--- src/hw/cmd_pkg.sv ---
package cmd_pkg;

   // Source command format.
   localparam int OP_W  = 5;   // Bit 4 picks the local path.
   localparam int DST_W = 4;   // Register index or node id.
   localparam int DT_W  = 32;

   // Dispatched word is the opcode nibble over the destination.
   localparam int CMD_OP_W = 8;

   // Accepted-command counter, wraps.
   localparam int CNT_W = 4;

   // Local operation, taken from the low opcode nibble.
   typedef enum logic [3:0] {
      LOC_WR  = 4'd0,   // Register gets data.
      LOC_ADD = 4'd1,   // Register gets register plus data.
      LOC_XOR = 4'd2,   // Register gets register xor data.
      LOC_RD  = 4'd3    // Register is reported.
   } loc_op_e;

endpackage

--- src/hw/link_pkg.sv ---
package link_pkg;

   // Ingress depth. The source owns this many credits at reset.
   localparam int DEF_FIFO_DEPTH = 4;

   // Buffer slots at the remote end of the link.
   localparam int DEF_LINK_CREDITS = 2;

   // Width of credit and occupancy counters.
   localparam int CRED_W = 3;

endpackage

--- src/hw/cmd_if.sv ---
`timescale 1ns/1ps

interface cmd_if;
   import cmd_pkg::*;

   logic             vld;    // Queue holds a command.
   logic             take;   // Dispatcher takes the head.
   logic [OP_W-1:0]  op;
   logic [DST_W-1:0] dest;
   logic [DT_W-1:0]  dt;

   // Queue side.
   modport src (output vld, op, dest, dt, input take);

   // Dispatcher side.
   modport dst (input vld, op, dest, dt, output take);

endinterface

--- src/hw/cmd_ingress.sv ---
`timescale 1ns/1ps

module cmd_ingress #(
   parameter int FIFO_DEPTH = link_pkg::DEF_FIFO_DEPTH
) (
   input  logic                      i_clk,
   input  logic                      i_rstn,
   input  logic                      src_vld_i,
   input  logic [cmd_pkg::OP_W-1:0]  src_op_i,
   input  logic [cmd_pkg::DST_W-1:0] src_dst_i,
   input  logic [cmd_pkg::DT_W-1:0]  src_dt_i,
   output logic                      src_credit_o,
   cmd_if.src                        cmd
);
   import cmd_pkg::*;
   import link_pkg::*;

   localparam int ENT_W = OP_W + DST_W + DT_W;
   localparam int PTR_W = (FIFO_DEPTH > 1) ? $clog2(FIFO_DEPTH) : 1;

   logic [ENT_W-1:0]  mem [FIFO_DEPTH];
   logic [PTR_W-1:0]  wr_ptr;
   logic [PTR_W-1:0]  rd_ptr;
   logic [CRED_W-1:0] count;
   logic [ENT_W-1:0]  head;

   // Storage, written on every source pulse.
   always_ff @(posedge i_clk) begin
      if (src_vld_i) begin
         mem[wr_ptr] <= {src_op_i, src_dst_i, src_dt_i};
      end
   end

   always_ff @(posedge i_clk) begin
      if (!i_rstn) begin
         wr_ptr <= '0;
         rd_ptr <= '0;
      end else begin
         if (src_vld_i) begin
            wr_ptr <= (wr_ptr == PTR_W'(FIFO_DEPTH - 1)) ? '0 : wr_ptr + 1'b1;
         end
         if (cmd.take) begin
            rd_ptr <= (rd_ptr == PTR_W'(FIFO_DEPTH - 1)) ? '0 : rd_ptr + 1'b1;
         end
      end
   end

   // Occupancy.
   always_ff @(posedge i_clk) begin
      if (!i_rstn) begin
         count <= '0;
      end else begin
         case ({src_vld_i, cmd.take})
            2'b10:   count <= count + 1'b1;
            2'b01:   count <= count - 1'b1;
            default: count <= count;
         endcase
      end
   end

   // One credit back per removal.
   always_ff @(posedge i_clk) begin
      if (!i_rstn) src_credit_o <= 1'b0;
      else         src_credit_o <= cmd.take;
   end

   assign head = mem[rd_ptr];
   assign cmd.vld = (count != '0);
   assign {cmd.op, cmd.dest, cmd.dt} = head;   // Head of queue.

   // A source that keeps to its credits never finds the queue full.
   a_no_overflow : assert property (@(posedge i_clk) disable iff (!i_rstn)
      src_vld_i |-> (count != CRED_W'(FIFO_DEPTH)));

endmodule

--- src/hw/ack_cmd.sv ---
`timescale 1ns/1ps

module ack_cmd (
   input  logic                         i_clk,
   input  logic                         i_rstn,
   cmd_if.dst                           cmd,
   output logic                         loc_req_o,
   output logic                         net_req_o,
   input  logic                         async_ack_i,
   input  logic                         sync_ack_i,
   output logic [cmd_pkg::CMD_OP_W-1:0] cmd_op_o,
   output logic [cmd_pkg::DT_W-1:0]     cmd_dt_o,
   output logic [cmd_pkg::CNT_W-1:0]    cmd_cnt_do
);
   import cmd_pkg::*;

   // One-hot states.
   localparam logic [3:0] S_IDLE = 4'b0001;
   localparam logic [3:0] S_LOC  = 4'b0010;
   localparam logic [3:0] S_NET  = 4'b0100;
   localparam logic [3:0] S_ACK  = 4'b1000;

   logic [3:0]          state;
   logic [3:0]          state_nxt;
   logic                ack_meta;
   logic                ack_sync;
   logic                ack_s;
   logic [CMD_OP_W-1:0] cmd_op_s;
   logic [CMD_OP_W-1:0] cmd_op_r;
   logic [DT_W-1:0]     cmd_dt_r;
   logic [CNT_W-1:0]    cmd_cnt;

   // Remote acknowledge comes from another clock.
   always_ff @(posedge i_clk) begin
      if (!i_rstn) begin
         ack_meta <= 1'b0;
         ack_sync <= 1'b0;
      end else begin
         ack_meta <= async_ack_i;
         ack_sync <= ack_meta;
      end
   end

   assign ack_s = sync_ack_i | ack_sync;

   always_ff @(posedge i_clk) begin
      if (!i_rstn) state <= S_IDLE;
      else         state <= state_nxt;
   end

   always_comb begin
      state_nxt = state;
      loc_req_o = 1'b0;
      net_req_o = 1'b0;
      case (state)
         S_IDLE: begin
            if (cmd.vld) begin
               if (cmd.op[OP_W-1]) begin   // Local executor.
                  state_nxt = S_LOC;
                  loc_req_o = 1'b1;
               end else begin
                  state_nxt = S_NET;
                  net_req_o = 1'b1;
               end
            end
         end
         S_LOC: begin
            loc_req_o = 1'b1;
            if (ack_s) state_nxt = S_ACK;
         end
         S_NET: begin
            net_req_o = 1'b1;
            if (ack_s) state_nxt = S_ACK;
         end
         S_ACK: begin
            if (!ack_s) state_nxt = S_IDLE;   // Wait for handshake to close.
         end
         default: state_nxt = S_IDLE;
      endcase
   end

   assign cmd.take = (state == S_IDLE) && cmd.vld;

   assign cmd_op_s = {cmd.op[OP_W-2:0], cmd.dest};

   // Held command word.
   always_ff @(posedge i_clk) begin
      if (cmd.take) begin
         cmd_op_r <= cmd_op_s;
         cmd_dt_r <= cmd.dt;
      end
   end

   always_ff @(posedge i_clk) begin
      if (!i_rstn)       cmd_cnt <= '0;
      else if (cmd.take) cmd_cnt <= cmd_cnt + 1'b1;
   end

   // Executors see the new word in the take cycle itself.
   assign cmd_op_o   = cmd.take ? cmd_op_s : cmd_op_r;
   assign cmd_dt_o   = cmd.take ? cmd.dt   : cmd_dt_r;
   assign cmd_cnt_do = cmd_cnt;

   // Only one executor acknowledges at a time.
   a_one_ack : assert property (@(posedge i_clk) disable iff (!i_rstn)
      !(sync_ack_i && ack_sync));

   // A new command is taken only once the last acknowledge has dropped.
   a_take_idle : assert property (@(posedge i_clk) disable iff (!i_rstn)
      cmd.take |-> !ack_s);

endmodule

--- src/hw/loc_exec.sv ---
`timescale 1ns/1ps

module loc_exec (
   input  logic                         i_clk,
   input  logic                         i_rstn,
   input  logic                         loc_req_i,
   input  logic [cmd_pkg::CMD_OP_W-1:0] cmd_op_i,
   input  logic [cmd_pkg::DT_W-1:0]     cmd_dt_i,
   output logic                         sync_ack_o,
   output logic                         loc_rd_vld_o,
   output logic [cmd_pkg::DT_W-1:0]     loc_rd_data_o
);
   import cmd_pkg::*;

   logic [DT_W-1:0]  regs [2**DST_W];
   logic             req_q;
   logic             req_rise;
   loc_op_e          op;
   logic [DST_W-1:0] idx;

   assign op       = loc_op_e'(cmd_op_i[CMD_OP_W-1:DST_W]);
   assign idx      = cmd_op_i[DST_W-1:0];
   assign req_rise = loc_req_i && !req_q;

   // Register file.
   always_ff @(posedge i_clk) begin
      if (!i_rstn) begin
         for (int i = 0; i < 2**DST_W; i++) begin
            regs[i] <= '0;
         end
      end else if (req_rise) begin
         case (op)
            LOC_WR:  regs[idx] <= cmd_dt_i;
            LOC_ADD: regs[idx] <= regs[idx] + cmd_dt_i;
            LOC_XOR: regs[idx] <= regs[idx] ^ cmd_dt_i;
            default: regs[idx] <= regs[idx];   // Read and unknown ops keep it.
         endcase
      end
   end

   always_ff @(posedge i_clk) begin
      if (!i_rstn) begin
         req_q        <= 1'b0;
         sync_ack_o   <= 1'b0;
         loc_rd_vld_o <= 1'b0;
      end else begin
         req_q        <= loc_req_i;
         sync_ack_o   <= loc_req_i && (sync_ack_o || req_rise);   // Held until request drops.
         loc_rd_vld_o <= req_rise && (op == LOC_RD);
      end
   end

   always_ff @(posedge i_clk) begin
      if (req_rise && (op == LOC_RD)) loc_rd_data_o <= regs[idx];
   end

   // Dispatcher must see the acknowledge before it drops the request.
   a_req_held : assert property (@(posedge i_clk) disable iff (!i_rstn)
      $fell(loc_req_i) |-> sync_ack_o);

endmodule

--- src/hw/net_tx.sv ---
`timescale 1ns/1ps

module net_tx #(
   parameter int LINK_CREDITS = link_pkg::DEF_LINK_CREDITS
) (
   input  logic                         i_clk,
   input  logic                         i_rstn,
   input  logic                         net_req_i,
   input  logic [cmd_pkg::CMD_OP_W-1:0] cmd_op_i,
   input  logic [cmd_pkg::DT_W-1:0]     cmd_dt_i,
   output logic                         net_vld_o,
   output logic [cmd_pkg::CMD_OP_W-1:0] net_op_o,
   output logic [cmd_pkg::DT_W-1:0]     net_dt_o,
   input  logic                         net_credit_i
);
   import link_pkg::*;

   logic [CRED_W-1:0] credits;
   logic              sent;
   logic              send;

   // One flit per request, only with a free remote slot.
   assign send = net_req_i && !sent && (credits != '0);

   always_ff @(posedge i_clk) begin
      if (!i_rstn) begin
         credits <= CRED_W'(LINK_CREDITS);
      end else begin
         case ({send, net_credit_i})
            2'b10:   credits <= credits - 1'b1;
            2'b01:   credits <= credits + 1'b1;
            default: credits <= credits;
         endcase
      end
   end

   always_ff @(posedge i_clk) begin
      if (!i_rstn)         sent <= 1'b0;
      else if (!net_req_i) sent <= 1'b0;   // Ready for the next command.
      else if (send)       sent <= 1'b1;
   end

   assign net_vld_o = send;
   assign net_op_o  = cmd_op_i;
   assign net_dt_o  = cmd_dt_i;

   // Remote peer never returns more than it was given.
   a_cred_max : assert property (@(posedge i_clk) disable iff (!i_rstn)
      credits <= CRED_W'(LINK_CREDITS));

endmodule

--- src/hw/cmd_top.sv ---
`timescale 1ns/1ps

module cmd_top #(
   parameter int FIFO_DEPTH   = link_pkg::DEF_FIFO_DEPTH,
   parameter int LINK_CREDITS = link_pkg::DEF_LINK_CREDITS
) (
   input  logic                         i_clk,
   input  logic                         i_rstn,
   // Command source.
   input  logic                         src_vld_i,
   input  logic [cmd_pkg::OP_W-1:0]     src_op_i,
   input  logic [cmd_pkg::DST_W-1:0]    src_dst_i,
   input  logic [cmd_pkg::DT_W-1:0]     src_dt_i,
   output logic                         src_credit_o,
   // Network link.
   input  logic                         net_ack_i,   // Remote clock domain.
   input  logic                         net_credit_i,
   output logic                         net_vld_o,
   output logic [cmd_pkg::CMD_OP_W-1:0] net_op_o,
   output logic [cmd_pkg::DT_W-1:0]     net_dt_o,
   // Local read results.
   output logic                         loc_rd_vld_o,
   output logic [cmd_pkg::DT_W-1:0]     loc_rd_data_o,
   output logic [cmd_pkg::CNT_W-1:0]    cmd_cnt_o
);
   import cmd_pkg::*;

   logic                loc_req;
   logic                net_req;
   logic                sync_ack;
   logic [CMD_OP_W-1:0] cmd_op;
   logic [DT_W-1:0]     cmd_dt;

   cmd_if u_cmd_if ();

   cmd_ingress #(.FIFO_DEPTH(FIFO_DEPTH)) u_ingress (
      .i_clk        (i_clk),
      .i_rstn       (i_rstn),
      .src_vld_i    (src_vld_i),
      .src_op_i     (src_op_i),
      .src_dst_i    (src_dst_i),
      .src_dt_i     (src_dt_i),
      .src_credit_o (src_credit_o),
      .cmd          (u_cmd_if.src)
   );

   ack_cmd u_ack_cmd (
      .i_clk       (i_clk),
      .i_rstn      (i_rstn),
      .cmd         (u_cmd_if.dst),
      .loc_req_o   (loc_req),
      .net_req_o   (net_req),
      .async_ack_i (net_ack_i),
      .sync_ack_i  (sync_ack),
      .cmd_op_o    (cmd_op),
      .cmd_dt_o    (cmd_dt),
      .cmd_cnt_do  (cmd_cnt_o)
   );

   loc_exec u_loc_exec (
      .i_clk         (i_clk),
      .i_rstn        (i_rstn),
      .loc_req_i     (loc_req),
      .cmd_op_i      (cmd_op),
      .cmd_dt_i      (cmd_dt),
      .sync_ack_o    (sync_ack),
      .loc_rd_vld_o  (loc_rd_vld_o),
      .loc_rd_data_o (loc_rd_data_o)
   );

   net_tx #(.LINK_CREDITS(LINK_CREDITS)) u_net_tx (
      .i_clk        (i_clk),
      .i_rstn       (i_rstn),
      .net_req_i    (net_req),
      .cmd_op_i     (cmd_op),
      .cmd_dt_i     (cmd_dt),
      .net_vld_o    (net_vld_o),
      .net_op_o     (net_op_o),
      .net_dt_o     (net_dt_o),
      .net_credit_i (net_credit_i)
   );

endmodule

--- config.mk ---
export PLATFORM = sky130hd
export DESIGN_NAME = cmd_top
export DESIGN_NICKNAME = d
export VERILOG_FILES = /design/src/hw/cmd_pkg.sv /design/src/hw/link_pkg.sv /design/src/hw/cmd_if.sv /design/src/hw/cmd_ingress.sv /design/src/hw/ack_cmd.sv /design/src/hw/loc_exec.sv /design/src/hw/net_tx.sv /design/src/hw/cmd_top.sv
export SDC_FILE = /design/constraint.sdc
export NUM_CORES = 1
export LEC_CHECK = 0
export ABC_AREA = 1
export BUFFER_PORTS_ARGS = -buffer_cell sky130_fd_sc_hd__buf_2
export CAP_MARGIN = 20
export CORE_MARGIN = 2
export CORE_UTILIZATION = 55
export CTS_CLUSTER_SIZE = 30
export DETAILED_ROUTE_END_ITERATION = 12
export PLACE_DENSITY = 0.73
export SETUP_SLACK_MARGIN = 0.05
export SYNTH_ARGS = -nofsm -noshare
export SYNTH_HDL_FRONTEND = slang
export SYNTH_HIERARCHICAL = 1
export SYNTH_SLANG_ARGS = --single-unit
--- constraint.sdc ---
create_clock -name i_clk -period 4.3 [get_ports i_clk]
set_input_delay 1.075 -clock i_clk [delete_from_list [all_inputs] [get_ports i_clk]]
set_output_delay 1.075 -clock i_clk [all_outputs]
set_load 0.02 [all_outputs]
==> flow_summary.yaml, run 1 <==
sta:
  finalCriticalPeriod_ns: 4.27
  finalSetupViolCount: 0
  slew_violations: 0
  worst_slew_pin_slew_ns: 0.985
  clock.fmax_mhz: 234
  setup_slack_ns: 0.0294
  finalCritPeriodShare_pct: 99.3
  setup_tns_ns: 0
  clock_skew_ns: 0.0220
  slew_headroom_pct: 33.9
  finalHoldViolCount: 0
  rsz0062_at_grt: "yes"
synth:
  synthFlopType: "edfxtp_1"
  async_reset_ff_share_pct: 0
  ys_seq_area_share_pct: 62.9
  synth_fp_nets: 3518
  synth_edf_count: 708
  syn_inst: 3430
  synth_cell_types: 50
  synth-seq-cells: 775
  ys_warn_count: 6
  netlist_area_um2: 35900
  avgSynthCellArea_um2: 10.5
floorplanning:
  rows: 93
  dieWidth_um: 260
  pin_count: 125
  die_h_um: 260
  die_area_um2: 67400
  start_util_pct: 55.7
  core_area_um2: 64600
global_routing:
  grt_pass1_wl_um: 159000
  grt_pass1_vias: 26261
  grt_max_degree: 70
  grt.total_usage_pct: 31.6
  antenna_found_initial: 1
  overflow: 0
critical_path:
  r2r-start: "u_ingress/count[0]$_SDFFE_PN0P_"
  reg2regPathDepth: 27
  cpPeakStageDelay_ns: 0.35
  crit_required_ns: 4.66
  critPathKind: "reg2reg"
  r2r-end: "u_loc_exec/regs[8][27]$_SDFFCE_PN0P_"
  crit_path_end_kind: "register"
  critPathArrivalTime_ns: 4.63
  start_kind: "register"
  ff2ff_setup_slack_ns: 0.03
  cp_max_fo: 9
  cp_slowest_cell: "ha_4"
clocking:
  cts_hold_buf: 0
  cts.reportedPaths.clkPinSlew_ns: 0.07
  numCtsBuffers: 79
  htree_levels: 3
  clock_latency_ns: 0.65
  clk_path_buf_depth: 3
  root_buffer: "clkbuf_16"
  clock-sinks: 775
  cts_tree: "done"
routing:
  via_per_inst: 6.16
  wl_met1_um: 41400
  ant_nets: 0
  drt_first_pass_iters: 7
  dr.first_iter.drc_count: 4194
  routedWlPerCell_um: 24.4
  drcViolationCount: 0
  wl_met3_um: 13900
  dr.max_layer_used: "met4"
  drt-total-wl_um: 112000
  num_vias: 28267
  wl_met2_um: 52100
cells_and_area:
  mostFrequentLayoutCells: "edfxtp_1, nor2_1, nand2_1"
  mostFrequentLayoutCell: "edfxtp_1"
  syn_to_final_growth_pct: 19.6
  fin_nets: 3758
  drive_above_1_share_pct: 23.1
placement:
  routabilityCongestion: 0.922
  io_buffers: 124
  post-place-ws_ns: -0.131
  dp.final_hpwl_um: 64600
worst_hold_path:
  hold_end: "u_ack_cmd/ack_sync$_SDFF_PN0_"
  hold_class: "reg2reg"
  hold_depth: 2
  min_from: "u_ack_cmd/ack_meta$_SDFF_PN0_"
outcome:
  status: "finished clean"
job:
  cap_viol_max_count: 0
[per-stage QoR]
step	cells	hold slack, ns	utilization, %	area (µm²)
2_1_floorplan	3430	0.390	-	35900
3_3_place_gp	4385	0.402	59.8	38600
3_5_place_dp	4385	0.404	59.8	38600
4_1_cts	4542	0.422	64.2	41500
5_1_grt	4592	0.455	66.6	43000
6_report	4592	0.416	66.6	43000
[cell families (layout without fill, tap and decap cells)]
family                     count (synthesis)  in the layout  synth area share (%)
other                                      0              1                     0
buffers and inverters                    409            710                  6.35
DFF                                      775            775                  62.9
and+or+nand+nor                         1815           1818                  22.2
xor gates and xnor gates                   7              7                 0.171
AOI/OAI and AO/OA                        381            383                  6.85
adders and majority gates                 42             42                  1.52
muxes                                      1              1                0.0626
[what timing repair did]
| item | in CTS | in global routing |
|---|---|---|
| pin swaps | 5 | 57 |
| gates resized for setup | 18 | 208 |
| gates cloned | 3 | 12 |
| buffers inserted | 7 | 35 |
| setup endpoints to repair | 150 | 464 |
[flip-flops by register name (all words and copies together) (netlist names), 3 cells and up, named ones only]
| signal | cells |
|---|---|
| u_loc_exec/regs | 512 |
| u_ingress/count | 3 |
| u_ingress/mem | 164 |
| u_ack_cmd/state | 4 |
| u_ack_cmd/cmd_cnt_do | 4 |
| u_ack_cmd/cmd_op_r | 8 |
| u_ack_cmd/cmd_dt_r | 32 |
| u_loc_exec/loc_rd_data_o | 32 |
| u_net_tx/credits | 3 |
[how the worst max path moves through the flow]
| stage | startpoint | endpoint | cells after the start |
|---|---|---|---|
| final | u_ingress/count[0]$_SDFFE_PN0P_ | u_loc_exec/regs[8][27]$_SDFFCE_PN0P_ | 27 |
| after global routing | u_ingress/count[0]$_SDFFE_PN0P_ | u_loc_exec/regs[15][13]$_SDFFCE_PN0P_ | 27 |
| after CTS | register | u_loc_exec/regs[15][10]$_SDFFCE_PN0P_ | 27 |
| after detailed placement | u_ack_cmd/state[0]$_SDFFE_PN1P_ | u_loc_exec/regs[1][31]$_SDFFCE_PN0P_ | 28 |
| after global placement | u_ack_cmd/state[0]$_SDFFE_PN1P_ | u_loc_exec/regs[5][31]$_SDFFCE_PN0P_ | 28 |
| after floorplan | u_ingress/count[0]$_SDFFE_PN0P_ | u_loc_exec/regs[2][10]$_SDFFCE_PN0P_ | 30 |
[Yosys cell counts (all sizes together), types with 2 or more instances]
master,n,area [µm²]
ha,39,488
a21o,2,15.0
o21bai,10,86.3
or2,16,100
nand3,446,2250
a22oi,124,941
nor2,696,2790
nand2,598,2350
o21ai,135,792
buf,211,1530
inv,137,522
clkbuf,60,226
edfxtp,708,21300
o22ai,41,257
nand4,45,375
xnor2,4,35.0
dfxtp,67,1340
fa,3,60.1
o211ai,2,15.0
nand3b,2,15.0
and2,2,12.5
a21oi,67,358
xor2,3,26.3
nor3,10,81.3
[layer usage]
layer  GRT usage [%]  up-vias
met5               0        -
met4            12.1        0
met2            49.8     1964
met3            6.77      341
li1                -    12381
met1            43.4    13581
[cell type report]
type	count	area [µm²]
flip-flops and latches	775	22600
repair buffers	425	4010
clock buffers	104	2170
fillers	4735	21600
multi-input cells	2251	12100
inverters	138	529
diodes	1	2.50
clock inverters	43	452
well taps	855	1070
[critical path: cells and delay by family, from the launching register on]
family / cells / cell delay [ns]
flip-flops: 1 / 0.34
AND/OR/NAND/NOR: 18 / 2.25
adder cells (fa/ha/maj): 1 / 0.35
buffers and inverters: 7 / 0.83
AO/OA/AOI/OAI: 1 / 0.19
Power of run 1 is left out: the tool's default activity adds up to more than one toggle a clock period on the data nets, which glitch-free logic cannot reach.
==> inputs of run 2 (changes only) <==
PLACE_DENSITY = 0.7   (was 0.73)
clock period = 5.15 ns   (was 4.3 ns; I/O delays follow)
==> flow_summary.yaml, run 2 (same netlist as run 1, synthesis figures left out) <==
outcome:
  status: "finished clean"
sta:
  clock.fmax_mhz: 202
  finalHoldViolCount: 0
  clock_skew_ns: 0.0382
  worst_slew_pin_slew_ns: 1.01
  setup_tns_ns: 0
  finalSetupViolCount: 0
  rsz0062_at_grt: "no"
  finalCritPeriodShare_pct: 96.1
  slew_violations: 0
  finalCriticalPeriod_ns: 4.95
  slew_headroom_pct: 32.6
critical_path:
  cp_common_cell: "nand2_1"
  critPathKind: "reg2reg"
  crit_chain: "inv_2 -> nor2_1 -> o22ai_1 -> nand2_2 -> nand2_4 -> clkinv_8 -> buf_12 -> nand3_1 -> nand3_1 -> nand2_1 -> nand4_1 -> ha_4 -> nand2_1 -> nor2_1 -> nand2_1 -> nor2_1 -> nand2_1 -> nand3_1 -> nand3_1 -> nand2_1 -> nand2_1 -> nand2_2 -> nor2_1"
  r2r-end: "u_loc_exec/regs[8][28]$_SDFFCE_PN0P_"
  reg2regPathDepth: 23
  cp_slowest_cell: "ha_4"
  start_kind: "register"
  cp_max_fo: 103
  ff2ff_setup_slack_ns: 0.20
  crit_required_ns: 5.52
  critPathArrivalTime_ns: 5.32
  crit_path_end_kind: "register"
  cpPeakStageDelay_ns: 0.44
floorplanning:
  start_util_pct: 55.7
  die_area_um2: 67400
  dieWidth_um: 260
  pin_count: 125
  die_h_um: 260
  rows: 93
  core_area_um2: 64600
worst_hold_path:
  hold_end: "u_ack_cmd/ack_sync$_SDFF_PN0_"
  min_from: "u_ack_cmd/ack_meta$_SDFF_PN0_"
  hold_depth: 2
  hold_class: "reg2reg"
routing:
  drcViolationCount: 0
  ant_nets: 0
  drt_first_pass_iters: 7
  num_vias: 27131
  dr.first_iter.drc_count: 3393
  drt-total-wl_um: 110000
  via_per_inst: 6.21
  routedWlPerCell_um: 25.1
clocking:
  clock-sinks: 775
  root_buffer: "clkbuf_16"
  htree_levels: 3
  clock_latency_ns: 0.65
  numCtsBuffers: 80
  cts_tree: "done"
  clk_path_buf_depth: 3
  cts.reportedPaths.clkPinSlew_ns: 0.06
cells_and_area:
  antenna_cells: 0
  top_regs: "u_loc_exec/regs x512, u_ingress/mem x164"
  drive_above_1_share_pct: 13.7
  mostFrequentLayoutCell: "edfxtp_1"
  largest_register_ffs: 512
  top_register: "u_loc_exec/regs"
  fin_nets: 3543
  syn_to_final_growth_pct: 9.72
  mostFrequentLayoutCells: "edfxtp_1, nor2_1, nand2_1"
placement:
  io_buffers: 124
  routabilityCongestion: 0.952
  dp.final_hpwl_um: 64300
global_routing:
  grt_max_degree: 128
  grt_pass1_wl_um: 162000
  grt.total_usage_pct: 32.3
  antenna_found_initial: 2
  grt_pass1_vias: 25851
  overflow: 0
job:
  cap_viol_max_count: 0
run 2: cell count changes in the layout (fill, tap and decap cells not counted), moves of 19 or more:
cell     delta
buf_12     -51
buf_4     -143
ha_1       +19
ha_4       -21
nand2_1    +51
nand2_2    -44
nor2_1     +37
nor2_2     -19
run 2: layer usage:
layer | track usage, % | vias to the layer above | wire length (µm)
met5 | 0 | - | 0
met4 | 12.8 | 0 | 4260
met3 | 6.51 | 284 | 12100
met2 | 50.4 | 1764 | 50500
met1 | 44.7 | 13180 | 42700
li1 | - | 11903 | -
run 2: worst max-delay path, delay by kind of cell (launching register included):
kind / cells / cell delay [ns]
simple gates: 18 / 2.77
buf+inv: 3 / 0.64
fa+ha+maj: 1 / 0.44
compound gates: 1 / 0.28
flops: 1 / 0.35
run 2: final cells by class:
type	instances	area, µm²
Clock buffer	107	2150
Sequential cell	775	22600
Fill cell	5231	25100
Inverter	138	531
Multi-Input combinational cell	2247	11200
Clock inverter	32	314
Timing Repair Buffer	213	1550
Tap cell	855	1070
run 2: per-stage QoR:
step / area, µm² / hold slack, ns / setup slack [ns] / cells / util [%]
after floorplan: 35900 / 0.390 / 1.08 / 3430 / -
after global placement: 36800 / 0.401 / 0.0747 / 4222 / 57.0
after detailed placement: 36800 / 0.408 / 0.106 / 4224 / 57.0
after CTS: 39300 / 0.420 / 0.102 / 4363 / 60.9
after global routing: 39400 / 0.441 / 0.0298 / 4367 / 61.1
final: 39400 / 0.421 / 0.200 / 4367 / 61.1
run 2: timing repair:
item,4_1_cts,5_1_grt
setup endpoints to repair,0,349
setup buffers,0,3
hold buffers,0,0
gates resized for setup,0,23
run 2: how the worst max path moves through the flow:
stage	startpoint	to	slack (ns)	cells after the start
global placement	u_ingress/count[1]$_SDFFE_PN0P_	u_loc_exec/regs[8][30]$_SDFFCE_PN0P_	0.07	25
floorplan	u_ingress/count[0]$_SDFFE_PN0P_	u_loc_exec/regs[2][10]$_SDFFCE_PN0P_	1.08	30
global route	u_ingress/count[0]$_SDFFE_PN0P_	u_loc_exec/regs[8][28]$_SDFFCE_PN0P_	0.03	24
finish	register	u_loc_exec/regs[8][28]$_SDFFCE_PN0P_	0.20	23
detailed placement	u_ack_cmd/state[0]$_SDFFE_PN1P_	u_loc_exec/regs[6][28]$_SDFFCE_PN0P_	0.11	26
CTS	u_ack_cmd/state[0]$_SDFFE_PN1P_	u_loc_exec/regs[6][28]$_SDFFCE_PN0P_	0.10	26
Power of run 2 is left out for the same reason.
